[src/hw/wr_path_cfg_pkg.sv]
// write path widths, address step per beat and derived byte count
package wr_path_cfg_pkg;

  // data side
  localparam int unsigned DATA_W = 64;  // one pu output word == one memory beat

  // bytes moved by one beat
  localparam int unsigned BEAT_BYTES = DATA_W / 8;  // address step between beats

  // address side
  localparam int unsigned ADDR_W = 32;  // byte address into memory

  // macro request fields
  localparam int unsigned SIZE_W  = 10;  // beat count of one macro, up to 1023 beats
  localparam int unsigned PU_ID_W = 2;   // pu index, room for 4 pus

  // a zero-length macro is legal and finishes with no beats

endpackage

[src/hw/wr_path_types_pkg.sv]
// packed macro and memory request structs, sequencer state enum
package wr_path_types_pkg;

  import wr_path_cfg_pkg::*;

  // one queued macro write, as handed in by the host
  // the pu id picks which output buffer feeds the beats
  typedef struct packed {
    logic [ADDR_W-1:0]  addr;   // byte address of the first beat
    logic [SIZE_W-1:0]  beats;  // number of beats to write
    logic [PU_ID_W-1:0] pu_id;  // source pu
  } macro_req_t;  // 44 bits

  // one beat as seen by the memory port
  typedef struct packed {
    logic [ADDR_W-1:0] addr;  // already stepped by BEAT_BYTES per beat
    logic [DATA_W-1:0] data;  // word popped from the pu buffer
  } mem_req_t;  // 96 bits

  // sequencer FSM
  // idle waits for a queued macro
  // issue fractures the active macro into beats
  typedef enum logic [0:0] {
    SEQ_IDLE  = 1'b0,
    SEQ_ISSUE = 1'b1
  } seq_state_e;

endpackage

[src/hw/req_fifo.sv]
// synchronous show-ahead FIFO with full/empty flags and push/pop assertions
module req_fifo #(
  parameter int WIDTH     = 32,  // payload width
  parameter int LOG_DEPTH = 2    // depth is 2**LOG_DEPTH entries
) (
  input  logic             clk,
  input  logic             rst,
  input  logic             push,   // write din this cycle
  input  logic [WIDTH-1:0] din,
  input  logic             pop,    // drop the head this cycle
  output logic [WIDTH-1:0] dout,   // head entry while not empty
  output logic             full,
  output logic             empty
);

  localparam int DEPTH = 1 << LOG_DEPTH;

  logic [WIDTH-1:0]   mem [DEPTH];  // payload storage
  logic [LOG_DEPTH-1:0] wr_ptr;       // next slot to write
  logic [LOG_DEPTH-1:0] rd_ptr;       // current head slot
  logic [LOG_DEPTH:0]   count;        // occupancy with one extra bit for full

  // flags come straight off the count
  assign full  = (count == (LOG_DEPTH + 1)'(DEPTH));
  assign empty = (count == '0);

  // show-ahead read so the head is visible right after the writing edge
  assign dout = mem[rd_ptr];

  // payload write
  always_ff @(posedge clk) begin
    if (push) begin
      mem[wr_ptr] <= din;
    end
  end

  // pointers wrap naturally at DEPTH
  always_ff @(posedge clk) begin
    if (rst) begin
      wr_ptr <= '0;
      rd_ptr <= '0;
      count  <= '0;
    end else begin
      if (push) begin
        wr_ptr <= wr_ptr + 1'b1;
      end
      if (pop) begin
        rd_ptr <= rd_ptr + 1'b1;
      end
      case ({push, pop})
        2'b10:   count <= count + 1'b1;  // fill
        2'b01:   count <= count - 1'b1;  // drain
        default: count <= count;         // idle or pass-through
      endcase
    end
  end

  // the producer and consumer sit in other modules and must honour the flags
  a_no_push_full : assert property (
    @(posedge clk) disable iff (rst) push |-> !full
  ) else $error("req_fifo push while full");

  a_no_pop_empty : assert property (
    @(posedge clk) disable iff (rst) pop |-> !empty
  ) else $error("req_fifo pop while empty");

endmodule

[src/hw/beat_sequencer.sv]
// beat sequencer FSM fracturing macro writes into per-beat memory requests
module beat_sequencer
  import wr_path_cfg_pkg::*;
  import wr_path_types_pkg::*;
#(
  parameter int NUM_PU = 2  // number of pu output buffers
) (
  input  logic                           clk,
  input  logic                           rst,
  // macro queue head
  input  macro_req_t                     macro_head,
  input  logic                           macro_empty,
  output logic                           macro_pop,     // take the head into the FSM
  // pu output buffers
  input  logic [NUM_PU-1:0]              outbuf_empty,
  input  logic [NUM_PU-1:0][DATA_W-1:0]  outbuf_data,   // head word per pu
  output logic [NUM_PU-1:0]              outbuf_pop,
  // request queue
  input  logic                           req_full,
  input  logic                           req_empty,     // only feeds wr_ready
  output logic                           beat_push,
  output mem_req_t                       beat,
  // status
  output logic                           wr_ready,      // nothing queued, active or in flight
  output logic                           wr_done        // one pulse per finished macro
);

  seq_state_e         state;
  seq_state_e         state_nxt;

  // active macro, loaded on macro_pop
  logic [ADDR_W-1:0]  cur_addr;   // address of the next beat
  logic [SIZE_W-1:0]  remaining;  // beats still to issue
  logic [PU_ID_W-1:0] cur_pu;     // source buffer

  logic               sel_empty;  // selected pu buffer flag
  logic [DATA_W-1:0]  sel_data;   // selected pu head word
  logic               issue;      // a beat moves this cycle
  logic [SIZE_W-1:0]  remaining_nxt;
  logic               finish;     // last cycle of the active macro

  // pu mux, an out of range id reads as an empty buffer
  always_comb begin
    sel_empty = 1'b1;
    sel_data  = '0;
    for (int p = 0; p < NUM_PU; p++) begin
      if (cur_pu == PU_ID_W'(p)) begin
        sel_empty = outbuf_empty[p];
        sel_data  = outbuf_data[p];
      end
    end
  end

  // a zero-beat macro never issues and finishes right away
  assign issue = (state == SEQ_ISSUE) && (remaining != '0) && !sel_empty && !req_full;

  assign remaining_nxt = issue ? remaining - SIZE_W'(1) : remaining;
  assign finish        = (state == SEQ_ISSUE) && (remaining_nxt == '0);

  // take a new macro only when idle
  assign macro_pop = (state == SEQ_IDLE) && !macro_empty;

  // beat goes to the request queue with the word it carries
  assign beat_push = issue;
  assign beat.addr = cur_addr;
  assign beat.data = sel_data;

  // pop only the buffer that fed the beat
  always_comb begin
    outbuf_pop = '0;
    for (int p = 0; p < NUM_PU; p++) begin
      outbuf_pop[p] = issue && (cur_pu == PU_ID_W'(p));
    end
  end

  // next state
  always_comb begin
    state_nxt = state;
    case (state)
      SEQ_IDLE:  if (macro_pop) state_nxt = SEQ_ISSUE;
      SEQ_ISSUE: if (finish) state_nxt = SEQ_IDLE;
      default:   state_nxt = SEQ_IDLE;
    endcase
  end

  // control state
  always_ff @(posedge clk) begin
    if (rst) begin
      state   <= SEQ_IDLE;
      wr_done <= 1'b0;
    end else begin
      state   <= state_nxt;
      wr_done <= finish;  // registered so the pulse lands one cycle after the last beat
    end
  end

  // active macro fields, only read in SEQ_ISSUE
  always_ff @(posedge clk) begin
    if (macro_pop) begin
      cur_addr  <= macro_head.addr;
      remaining <= macro_head.beats;
      cur_pu    <= macro_head.pu_id;
    end else if (issue) begin
      cur_addr  <= cur_addr + ADDR_W'(BEAT_BYTES);
      remaining <= remaining_nxt;
    end
  end

  // drained once the queue, the FSM and the request queue are all empty
  assign wr_ready = macro_empty && (state == SEQ_IDLE) && req_empty;

  // a pu word is consumed only when it lands in the request queue
  a_pop_has_push : assert property (
    @(posedge clk) disable iff (rst) (outbuf_pop != '0) |-> beat_push
  ) else $error("pu buffer popped without a beat push");

  // host must only name pus that exist
  a_pu_in_range : assert property (
    @(posedge clk) disable iff (rst) macro_pop |-> (int'(macro_head.pu_id) < NUM_PU)
  ) else $error("macro names pu %0d, only %0d pus", macro_head.pu_id, NUM_PU);

  // request queue back-pressure is honoured
  a_push_not_full : assert property (
    @(posedge clk) disable iff (rst) beat_push |-> !req_full
  ) else $error("beat pushed into a full request queue");

endmodule

[src/hw/wr_path_top.sv]
// write path top with macro FIFO, beat sequencer, request FIFO and memory port
module wr_path_top
  import wr_path_cfg_pkg::*;
  import wr_path_types_pkg::*;
#(
  parameter int NUM_PU            = 2,  // pu output buffers
  parameter int MACRO_Q_LOG_DEPTH = 2,  // 4 queued macros
  parameter int REQ_Q_LOG_DEPTH   = 3   // 8 beats in flight to memory
) (
  input  logic                          clk,
  input  logic                          rst,
  // host side
  input  logic                          wr_req,        // one-cycle strobe
  input  macro_req_t                    wr_macro,      // valid with wr_req
  output logic                          wr_ready,
  output logic                          wr_done,
  // pu output buffers
  input  logic [NUM_PU-1:0]             outbuf_empty,
  input  logic [NUM_PU-1:0][DATA_W-1:0] outbuf_data,
  output logic [NUM_PU-1:0]             outbuf_pop,
  // memory port
  output logic                          mem_valid,
  output mem_req_t                      mem_req,       // held while waiting for grant
  input  logic                          mem_grant
);

  // per-instance queue widths
  localparam int MACRO_W = $bits(macro_req_t);
  localparam int REQ_W   = $bits(mem_req_t);

  // macro queue
  logic       macro_push;
  logic       macro_pop;
  logic       macro_full;
  logic       macro_empty;
  macro_req_t macro_head;

  // request queue
  logic       beat_push;
  mem_req_t   beat;
  logic       req_pop;
  logic       req_full;
  logic       req_empty;

  // a request arriving on a full queue is dropped
  assign macro_push = wr_req && !macro_full;

  req_fifo #(
    .WIDTH     (MACRO_W),
    .LOG_DEPTH (MACRO_Q_LOG_DEPTH)
  ) macro_q (
    .clk   (clk),
    .rst   (rst),
    .push  (macro_push),
    .din   (wr_macro),
    .pop   (macro_pop),
    .dout  (macro_head),
    .full  (macro_full),
    .empty (macro_empty)
  );

  // fractures the head macro into beats
  beat_sequencer #(
    .NUM_PU (NUM_PU)
  ) seq0 (
    .clk          (clk),
    .rst          (rst),
    .macro_head   (macro_head),
    .macro_empty  (macro_empty),
    .macro_pop    (macro_pop),
    .outbuf_empty (outbuf_empty),
    .outbuf_data  (outbuf_data),
    .outbuf_pop   (outbuf_pop),
    .req_full     (req_full),
    .req_empty    (req_empty),
    .beat_push    (beat_push),
    .beat         (beat),
    .wr_ready     (wr_ready),
    .wr_done      (wr_done)
  );

  req_fifo #(
    .WIDTH     (REQ_W),
    .LOG_DEPTH (REQ_Q_LOG_DEPTH)
  ) req_q (
    .clk   (clk),
    .rst   (rst),
    .push  (beat_push),
    .din   (beat),
    .pop   (req_pop),
    .dout  (mem_req),     // head stays put until granted
    .full  (req_full),
    .empty (req_empty)
  );

  // memory handshake, a beat leaves on valid and grant together
  assign mem_valid = !req_empty;
  assign req_pop   = mem_valid && mem_grant;

endmodule

[config.mk]
export PLATFORM = sky130hd
export DESIGN_NAME = wr_path_top
export DESIGN_NICKNAME = d
export VERILOG_FILES = /design/src/hw/wr_path_cfg_pkg.sv /design/src/hw/wr_path_types_pkg.sv /design/src/hw/req_fifo.sv /design/src/hw/beat_sequencer.sv /design/src/hw/wr_path_top.sv
export SDC_FILE = /design/constraint.sdc
export NUM_CORES = 1
export LEC_CHECK = 0
export BUFFER_PORTS_ARGS = -buffer_cell sky130_fd_sc_hd__buf_4
export CORE_MARGIN = 2
export CORE_UTILIZATION = 50
export CTS_CLUSTER_DIAMETER = 60
export DETAILED_ROUTE_END_ITERATION = 7
export GPL_TIMING_DRIVEN = 0
export PLACE_DENSITY = 0.76
export SLEW_MARGIN = 20
export SYNTH_ARGS = -nofsm -noshare
export SYNTH_HDL_FRONTEND = slang
export SYNTH_SLANG_ARGS = --single-unit
[constraint.sdc]
create_clock -name clk -period 14.2 [get_ports clk]
set_clock_uncertainty 0.1 [all_clocks]
set_input_delay 3.55 -clock clk [delete_from_list [all_inputs] [get_ports clk]]
set_output_delay 3.55 -clock clk [all_outputs]
set_load 0.05 [all_outputs]
# == Yosys cells after proc, flatten, opt, wreduce, memory -nomap -nowiden ==
# Memory sizes are Yosys's and may differ from the RTL's. A register that Yosys moved wholly into a read port is not among the register bits.
# Cells that the tools add are included.
# op_classes
n_addsub,10
multipliers,0
div_mod_pow,0
n_lt_le_gt_ge,0
n_eq_ne,7
n_shift,0
mux,22
bitwise,1
n_reduce_logical,24
# op_table
cell,n
$mux W64,2
$mux W32,2
$add A32 B4 Y32 const B,1
$mux W10,3
$logic_and A1 B1 Y1,11
$logic_not A10 Y1,1
$reduce_bool A10 Y1,1
$sub A10 B1 Y10 const B,1
$add A3 B1 Y3 const B,3
$mux W1,8
$pmux W4 S2,1
$eq A2 B1 Y1 const B,3
$mux W3,2
$pmux W3 S2,1
$reduce_bool A2 Y1,3
$logic_not A1 Y1,5
$add A2 B1 Y2 const B,2
$add A4 B1 Y4 const B,1
$eq A2 B2 Y1 const B,2
$eq A4 B4 Y1 const B,1
$logic_not A4 Y1,1
$mux W2,2
$sub A4 B1 Y4 const B,1
$eq A3 B3 Y1 const B,1
other kinds (5),5
# totals
regBits,63
latchBits,0
mem_bits_rw,944
romBits,0
out_inout_bits,101
elab_cells,77
memories,2
# mem_list
memory,words,word_bits,read_ports,rd_ports_with_merged_regs,write_ports,line_no,text
req_q.mem,8,96,1,1,1,req_fifo.sv:18,logic [WIDTH-1:0] mem [DEPTH];
macro_q.mem,4,44,1,1,1,req_fifo.sv:18,

# == Depth between registers and ports, before layout ==
# Gate-level depths: netlist of run 1.
# logic_depth
depth_word,11
depth_mapped,13

# == By module ==
# A second synthesis of run 1 with hierarchy kept.
# unflattened
cells_unflattened,1883
hier_area_um2,39988.4
# by_module_without_submodules
module,n_inst,cells_per_inst,area_per_inst_um2
req_fifo (req_q),1,1181,29462.0
req_fifo (macro_q),1,277,6841.6
beat_sequencer,1,422,3661.0
wr_path_top,1,3,23.8

# == Worst setup path after synthesis of run 1 ==
# No wires, ideal clock.
# synth_path
path_kind,input port to flip-flop
start,input port outbuf_empty[1]
end,"memory req_q.mem[4][0] (netlist bit), enable pin"
arrival_time_ns,14.078
required_ns,13.280
setup_slack_ns,-0.798
stages,5
cell_sequence,mux2i_1 > nand3_2 > nor2_2 > clkinv_4 > nor4b_1
# synth_via
elab_chain_cells,6
# synth_rtl
item,line_no,text
start: declaration,wr_path_top.sv:18,"input logic [NUM_PU-1:0] outbuf_empty,"
$mux W1,beat_sequencer.sv:47,if (cur_pu == PU_ID_W'(p)) begin
$logic_not A1 Y1,beat_sequencer.sv:55,assign issue = (state == SEQ_ISSUE) && (remaining != '0) && !sel_empty && !req_full;
$logic_and A1 B1 Y1 (2 in a row),beat_sequencer.sv:55,
$mux W1,req_fifo.sv:32,if (push) begin
$mux W1 (implied by the code),req_fifo.sv:33,mem[wr_ptr] <= din;
end: declaration,req_fifo.sv:18,
# No other way between the ends.

# == Final worst setup path of run 1 ==
# layout_path
start,input port outbuf_empty[1]
end,output port outbuf_pop[1]
# layout_via
elab_chain_cells,5
# layout_rtl
item,line_no,text
$mux W1,beat_sequencer.sv:47,
$logic_not A1 Y1,beat_sequencer.sv:55,
$logic_and A1 B1 Y1 (2 in a row),beat_sequencer.sv:55,
$logic_and A1 B1 Y1,beat_sequencer.sv:72,outbuf_pop[p] = issue && (cur_pu == PU_ID_W'(p));
end: declaration,wr_path_top.sv:20,"output logic [NUM_PU-1:0] outbuf_pop,"
# No other way between the ends.

==> results of run 1 <==
-- worst min path at each step --
stage	startpoint	endpoint	slack, ns	depth (start not counted)
detailed placement	macro_q.count[2]	macro_q.count[2]	0.41	2
global route	macro_q.count[2]	macro_q.count[2]	0.46	2
finish	macro_q.count[2]	macro_q.count[2]	0.43	2
CTS	macro_q.count[2]	macro_q.count[2]	0.42	2
floorplan	req_q.rd_ptr[1]	register	0.35	2
global placement	macro_q.rd_ptr[1]	macro_q.rd_ptr[1]	0.41	2
-- layer usage --
metal  vias up  global-route usage, %
met3       152                   4.64
li1       8735                      -
met2       761                   35.3
met5         -                      0
met4         0                   6.52
met1     10400                   28.5
-- where the power goes --
group / internal [uW] / total, uW / switching (uW) / leakage (uW)
Combinational: 829 / 2220 / 1390 / 0.00498
Sequential: 3860 / 4060 / 206 / 0.00922
Clock: 1520 / 2640 / 1120 / 0.00161
-- per-stage QoR --
step | instance area (um2) | utilization (%) | setup slack (ns) | TNS, ns | total power, uW
after floorplan | 39800 | - | 0.0148 | 0 | 5610
after global placement | 43200 | 54.8 | -9.50 | -3075.92 | 6270
after detailed placement | 44300 | 56.2 | 5.54 | 0 | 6360
after CTS | 47600 | 60.4 | 5.52 | 0 | 8980
after global routing | 47600 | 60.4 | 5.41 | 0 | 9270
final | 47600 | 60.4 | 5.48 | 0 | 8920
-- cell usage after synthesis (all sizes together) (16+ instances only) --
library cell,count,area share [%]
dfxtp,24,1.2
xor2,24,0.53
clkbuf,59,0.56
nor2,100,0.95
mux2,98,2.8
o21ai,40,0.50
buf,37,0.45
mux2i,67,1.7
inv,16,0.15
nand2,62,0.58
edfxtp,988,75
xnor2,22,0.48
mux4,236,13
-- cell usage in the layout (no fill, tap or decap), types with 12 or more instances in the layout --
master / instances
buf_2: 45
buf_4: 342
buf_6: 24
bufinv_16: 12
clkbuf_1: 74
clkbuf_16: 99
clkinv_1: 18
clkinv_2: 22
dfxtp_1: 24
edfxtp_1: 988
ha_1: 12
inv_1: 15
mux2_2: 98
mux2i_1: 67
mux4_2: 236
nand2_1: 61
nor2_1: 98
o21ai_0: 38
xnor2_1: 22
xor2_1: 24
-- kinds of logic (layout without fill, tap and decap cells) --
family / count (synthesis) / after routing
and+or+nand+nor: 244 / 244
xor gates and xnor gates: 46 / 46
muxes: 401 / 401
buffers and inverters: 113 / 686
DFF: 1012 / 1012
AOI/OAI and AO/OA: 62 / 62
adders and majority gates: 13 / 13
-- worst max-delay path, stage by stage --
cell and delay [ns]:
buf_4 0.12, mux2i_1 0.21, nand3_2 0.26, nor2_2 0.23, buf_2 0.30, and2_1 0.18
buf_4 0.21
-- area by class of cell --
type                       count  area, um2  share of cell area (%)
buffer                        96        402                   0.844
clock buffer                 116       2550                    5.36
clock inverter                68        736                    1.55
inverter                      17       68.8                   0.145
multi-input combinational    766       9280                    19.5
sequential                  1012      30100                    63.3
tap                         1050       1310                    2.76
timing repair buffer         389       3100                    6.52
-- sequential cells by signal (all words and copies together), names as in the netlist, named ones only --
signal / cells
req_q.rd_ptr: 3
seq0.cur_addr: 32
seq0.state: 1
macro_q.rd_ptr: 2
req_q.count: 4
req_q.wr_ptr: 3
macro_q.count: 3
seq0.remaining: 10
macro_q.wr_ptr: 2
seq0.cur_pu: 2
seq0.wr_done: 1
macro_q.mem: 176
req_q.mem: 768
==> impl_metrics.toml, run 1 <==
[timing]
rsz0062_at_grt = "false"
final-hold-violation-count = 0
period_share_pct = 61.4
drv_slew = 0
max_freq_mhz = 115
period_needed_ns = 8.72
setup-violations-final = 0
timing.slew.headroom_pct = 21.1
fin_worst_hold_slack_ns = 0.429
tightest_slew_ns = 1.18

[floorplanning]
die_area_um2 = 81900
core_area_um2 = 78900
die_x_um = 286
fp-row-count = 103
die_y_um = 286
start_util_pct = 50.5
ios = 279

[clocking]
clk_path_buf_depth = 3
cts_setup_buffers = 0
cts_num_sinks = 1012
h-tree-depth = 3
numCtsBuffers = 98
insertion_delay_ns = 0.66
post_cts_resized = 0
ctsHoldBuffers = 0
root_buffer = "clkbuf_16"
tritoncts = "done"
path_clk_slew_ns = 0.06

[final_layout]
nets = 2571
diodes = 0
fin_cells = 3514
nFillCells = 5436
area_growth_syn_to_layout_pct = 19.5
drive_gt1_share_pct = 37.8

[power]
leakagePower_uw = 0.0158
ir_worst_vdd_mv = 0.143
p_per_area_nw_per_um2 = 187

[run_status]
status = "finished, final reports clean"

[job]
drv_cap = 0

[setup_path]
r2r_setup_slack_ns = 9.50
cp_max_fo = 10
path_class = "input pin to output port"
r2r_cells = 13
crit_end = "outbuf_pop[1]"
r2r-end = "req_q.mem[3][43]"
critPathArrivalTime_ns = 5.07
r2r_start = "seq0.cur_pu[0]"
worstPathRequired_ns = 10.55
crit_path_start = "outbuf_empty[1]"
crit_path_end_kind = "output port"
start_kind = "input pin"

[place]
gp_congestion = 0.812
post-place-cells = 3330
hpwlAfterDp_um = 57800
port_buffers = 278

[route]
drt_wl_total_um = 87200
wl_met2_um = 43200
m1WireLength_um = 35000
top_layer = "met4"
vias = 20100
drtIter0Drc = 2024
detail_route.wl_per_cell_um = 24.8
via_per_inst = 5.72
dr_wl_met3_um = 6420
ant_nets = 0
firstDrtPassIters = 7
route.detailed.drc = 0

[yosys]
synthAdderAreaFrac_pct = 0.427
synth-compound-area-share_pct = 0.852
async_reset_ff_share_pct = 0
yosysWarnings = 0
synth_top_family_by_area = "multiplexers"
postSynthAreaPerCell_um2 = 21.1
synth_ff_type = "edfxtp_1"
synth_xor_area_share_pct = 1.01
ys_types = 57
ys_seq_elements = 1012
synth_edf_count = 988
synth-seq-area-share_pct = 75.7
synth_mux_area_share_pct = 17.8
synthSimpleGateAreaFrac_pct = 3.01
syn_area_um2 = 39800
synth_nets = 2082
netlist_instances = 1891

[grt]
grt_antenna_before_repair = 0
grt-ovfl-total = 0
grtUsageTotal_pct = 21.3
grt_start_max_net_pins = 45
grt_pass1_wl_um = 130000
grt_pass1_vias = 21200

[hold_path]
min_path_type = "register to register"
Power figures use the tool's default switching activity.
==> inputs of run 2 (changes only) <==
Settings changed: ABC_AREA set to 1, PLACE_DENSITY 0.76 to 0.73.
Clock period 14.2 ns to 8.7 ns, I/O delays scaled along.
==> impl_metrics.toml, run 2 <==
[final_layout]
nets = 3937
nFillCells = 6065
drive_gt1_share_pct = 15.1
layout_common_cells = "988 x edfxtp_1, 807 x nor2_1, 376 x o21ai_0"
final_common_cell = "edfxtp_1"
fin_cells = 4890
largest-register = "req_q.mem"
top_regs = "req_q.mem x768, macro_q.mem x176, seq0.cur_addr x32"
largest_register_ff_count = 768
fin_util_pct = 60.5
area_growth_syn_to_layout_pct = 19.7
diodes = 0

[clocking]
numCtsBuffers = 101
h-tree-depth = 3
ctsHoldBuffers = 0
root_buffer = "clkbuf_16"
insertion_delay_ns = 0.66
clk_path_buf_depth = 3
post_cts_resized = 0
cts_setup_buffers = 0
tritoncts = "done"
cts_num_sinks = 1012
path_clk_slew_ns = 0.06

[floorplanning]
core_area_um2 = 80500
ios = 279
fp-row-count = 104
die_area_um2 = 83800
start_util_pct = 50.6
die_y_um = 289
die_x_um = 289

[yosys]
ys_seq_elements = 1012
yosysWarnings = 0
synth_top_cell_by_area = "edfxtp_1"
async_reset_ff_share_pct = 0
post-synth-top-count-cell = "edfxtp_1"
syn_area_um2 = 40700
synth_edf_count = 988
netlist_instances = 3322
synth_area_leaders = "edfxtp_1 73%, nor2_1 7.5%, o21ai_0 4.6%"
postSynthAreaPerCell_um2 = 12.3
netlist.area_leader.share_pct = 72.8
synth_ff_type = "edfxtp_1"
synthTopCellsByCount = "988 x edfxtp_1, 819 x nor2_1, 376 x o21ai_0"
synth-seq-area-share_pct = 74.0
ys_types = 40
synth_nets = 3513

[timing]
period_needed_ns = 6.25
fin_worst_hold_slack_ns = 0.367
rsz0062_at_grt = "false"
drv_slew = 0
fin_ws_ns = 2.45
tightest_slew_ns = 1.21
period_share_pct = 71.8
setup-violations-final = 0
final-hold-violation-count = 0
max_freq_mhz = 160
timing.slew.headroom_pct = 19.5

[setup_path]
worstPathRequired_ns = 6.43
r2r_start = "seq0.cur_pu[0]"
critPathArrivalTime_ns = 3.97
r2r_setup_slack_ns = 5.22
start_kind = "register"
crit_path_end_kind = "output port"
r2r-end = "req_q.mem[2][47]"
path_class = "register to output port"
r2r_cells = 12
cp_max_fo = 10

[power]
ir_worst_vdd_mv = 0.209
leakagePower_uw = 0.0171
power_uw = 17700
p_per_area_nw_per_um2 = 364

[place]
post-place-cells = 4703
port_buffers = 278
hpwlAfterDp_um = 72200
gp_congestion = 0.864
place_ws_ns = 2.53

[grt]
grt_start_max_net_pins = 26
grtUsageTotal_pct = 25.1
grt_pass1_wl_um = 158000
grt_antenna_before_repair = 0
grt-ovfl-total = 0
grt_pass1_vias = 26800

[route]
ant_nets = 0
drtIter0Drc = 3050
detail_route.wl_per_cell_um = 21.9
vias = 28000
via_per_inst = 5.73
drt_wl_total_um = 107000
route.detailed.drc = 0
firstDrtPassIters = 5

[run_status]
status = "finished, final reports clean"

[job]
drv_cap = 0

[hold_path]
min_path_type = "register to register"
min_from = "req_q.rd_ptr[2]"
hold_path_depth = 2
==> run 2: final cells by class <==
cell class | count | area, um2 | area share, %
inverters | 62 | 234 | 0.480
multi-input cells | 2042 | 9590 | 19.7
repair buffers | 321 | 3110 | 6.37
clock buffers | 124 | 2750 | 5.64
clock inverters | 63 | 752 | 1.54
plain buffers | 206 | 860 | 1.76
flip-flops and latches | 1012 | 30100 | 61.8
well taps | 1060 | 1330 | 2.72
==> run 2: per-stage QoR <==
| step | TNS (ns) | area, um2 |
|---|---|---|
| after global placement | -1894.20 | 44100 |
| final | 0 | 48800 |
| after floorplan | 0 | 40700 |
| after global routing | 0 | 48800 |
| after detailed placement | 0 | 45300 |
| after CTS | 0 | 48800 |
==> run 2: worst max-delay path by stage <==
| stage | to | slack [ns] | cells after the start |
|---|---|---|---|
| finish | mem_req[5] | 2.45 | 6 |
| global route | mem_req[73] | 2.38 | 6 |
| CTS | outbuf_pop[0] | 2.53 | 10 |
| detailed placement | outbuf_pop[0] | 2.53 | 10 |
| global placement | req_q.mem[7][54] | -2.86 | 11 |
| floorplan | req_q.mem[1][0] | 1.07 | 10 |
==> run 2: cell families after synthesis <==
group | synth area share (%)
AOI/OAI and AO/OA | 10.3
xor gates and xnor gates | 0.538
adders and majority gates | 0.418
buffers and inverters | 2.68
DFF | 74.0
and+or+nand+nor | 12.0
==> run 2: worst max-delay path: stages, from the launching register on <==
cell	delay, ns
dfxtp_1	0.50
inv_2	0.27
clkbuf_1	0.92
clkbuf_1	0.71
o21ai_0	0.27
a31oi_1	0.37
buf_4	0.27
==> run 2: metal layers <==
layer  vias to the layer above  wire length, um  track usage (%)
met5                         -                0                0
met4                         0             3640             9.21
met3                       216             9690             4.70
met2                      1394            53200             42.8
met1                     13600            40800             32.1
li1                      12900                -                -
==> run 2: report_power, final <==
group / switching, uW / leakage, uW / internal (uW)
registers: 389 / 0.00923 / 6350
clock network: 1840 / 0.00169 / 2690
logic: 4750 / 0.00620 / 1710
total: 6970 / 0.0171 / 10800
==> inputs of run 3 (changes only) <==
Settings changed: ABC_AREA 1 to 0, PLACE_DENSITY 0.73 to 0.76.
Clock period 8.7 ns to 5.7 ns, I/O delays scaled along.
==> impl_metrics.toml, run 3 (synthesized netlist as in run 1, its figures left out) <==
[run_status]
status = "finished, final reports clean"

[grt]
grt_pass1_wl_um = 129000
grtUsageTotal_pct = 21.0
use_met2_pct = 35.9
grt_pass1_vias = 20900
grt_start_max_net_pins = 45
grt-ovfl-total = 0
grt_util_met1_pct = 27.8
top_usage_layer = "met2"
grt_antenna_before_repair = 1
met3_usage_pct = 4.50

[hold_path]
min_path_type = "register to register"

[power]
seqPwrFrac_pct = 45.8
ir_worst_vdd_mv = 0.327
comb_power_share_pct = 24.9
leakagePower_uw = 0.0157
sw_frac_of_total_pct = 30.5
switchingPower_uw = 6740
power_uw = 22100
p_per_area_nw_per_um2 = 463
intPower_uw = 15400
clock_power_share_pct = 29.3

[setup_path]
start_kind = "register"
cp_max_fo = 14
path_class = "register to output port"
crit_path_end_kind = "output port"
critPathArrivalTime_ns = 3.62
worstPathRequired_ns = 4.18

[clocking]
clk_path_buf_depth = 3
ctsHoldBuffers = 0
path_clk_slew_ns = 0.06
cts_num_sinks = 1012
root_buffer = "clkbuf_16"
cts_setup_buffers = 0
tritoncts = "done"
post_cts_resized = 0
h-tree-depth = 3
insertion_delay_ns = 0.66
numCtsBuffers = 101

[route]
vias = 19800
detail_route.wl_per_cell_um = 24.6
firstDrtPassIters = 5
drt_wl_total_um = 85800
drtIter0Drc = 1731
route.detailed.drc = 0
ant_nets = 0
via_per_inst = 5.69

[floorplanning]
start_util_pct = 50.5
die_x_um = 286
fp-row-count = 103
die_y_um = 286
core_area_um2 = 78900
ios = 279
die_area_um2 = 81900

[place]
hpwlAfterDp_um = 56600
port_buffers = 278
gp_congestion = 0.779

[final_layout]
layout_common_cells = "988 x edfxtp_1, 289 x buf_4, 236 x mux4_2"
top_regs = "req_q.mem x768, macro_q.mem x176, seq0.cur_addr x32"
area_growth_syn_to_layout_pct = 19.9
drive_gt1_share_pct = 37.1
largest_register_ff_count = 768
largest-register = "req_q.mem"
nets = 2546
final_common_cell = "edfxtp_1"
fin_util_pct = 60.5

[timing]
tightest_slew_ns = 1.22
period_needed_ns = 5.15
drv_slew = 0
setup-violations-final = 0
timing.slew.headroom_pct = 18.8
period_share_pct = 90.3
max_freq_mhz = 194
final-hold-violation-count = 0
rsz0062_at_grt = "false"

[job]
drv_cap = 0
[run 3: routing by layer]
metal | vias up | share of wire [%]
met2 | 644 | 51
met1 | 10400 | 40
met4 | 0 | 1.8
li1 | 8683 | -
met3 | 111 | 7.0
met5 | - | 0
[run 3: worst paths after layout]
kind,startpoint,to,slack [ns],cells past startpoint
setup / recovery,register,mem_req[75],0.55,6
hold reg to reg,req_q.rd_ptr[1],req_q.rd_ptr[1],0.42,2
setup reg to reg,seq0.cur_pu[0],req_q.mem[1][36],1.80,12
hold / removal,req_q.rd_ptr[1],req_q.rd_ptr[1],0.42,2
[run 3: power by group through the flow]
| stage | Clock (uW) | Sequential (uW) | Combinational [uW] |
|---|---|---|---|
| 3_3_place_gp | 0 | 10200 | 5330 |
| 6_report | 6490 | 10100 | 5500 |
| 2_1_floorplan | 0 | 10100 | 3870 |
| 5_1_grt | 6900 | 10200 | 5940 |
| 4_1_cts | 6610 | 10100 | 5590 |
| 3_5_place_dp | 0 | 10300 | 5550 |
[run 3: critical path, stage by stage (launching register included)]
cell and delay (ns):
dfxtp_1 0.30, clkbuf_1 0.12, clkbuf_1 0.91, buf_2 0.54
mux4_2 0.57, mux2_2 0.32, buf_4 0.20
[run 3: area by class of cell]
type	instances	area, um2
Fill cell	5526	31100
Sequential cell	1012	30100
Multi-Input combinational cell	766	9340
Timing Repair Buffer	361	3200
Clock buffer	117	2590
Tap cell	1050	1310
Clock inverter	65	683
Buffer	96	403
Inverter	17	68.8
Antenna cell	4	10.0
[run 3: per-stage QoR]
| stage | setup slack, ns | cells | hold slack, ns | TNS (ns) | area (um2) |
|---|---|---|---|---|---|
| after detailed placement | 1.09 | 3301 | 0.397 | 0 | 44500 |
| after global routing | 0.443 | 3484 | 0.436 | 0 | 47700 |
| final | 0.553 | 3488 | 0.416 | 0 | 47800 |
| after CTS | 0.349 | 3483 | 0.407 | 0 | 47700 |
| after global placement | -3.37 | 3219 | 0.392 | -2004.33 | 43300 |
| after floorplan | 0.0236 | 1891 | 0.354 | 0 | 39900 |
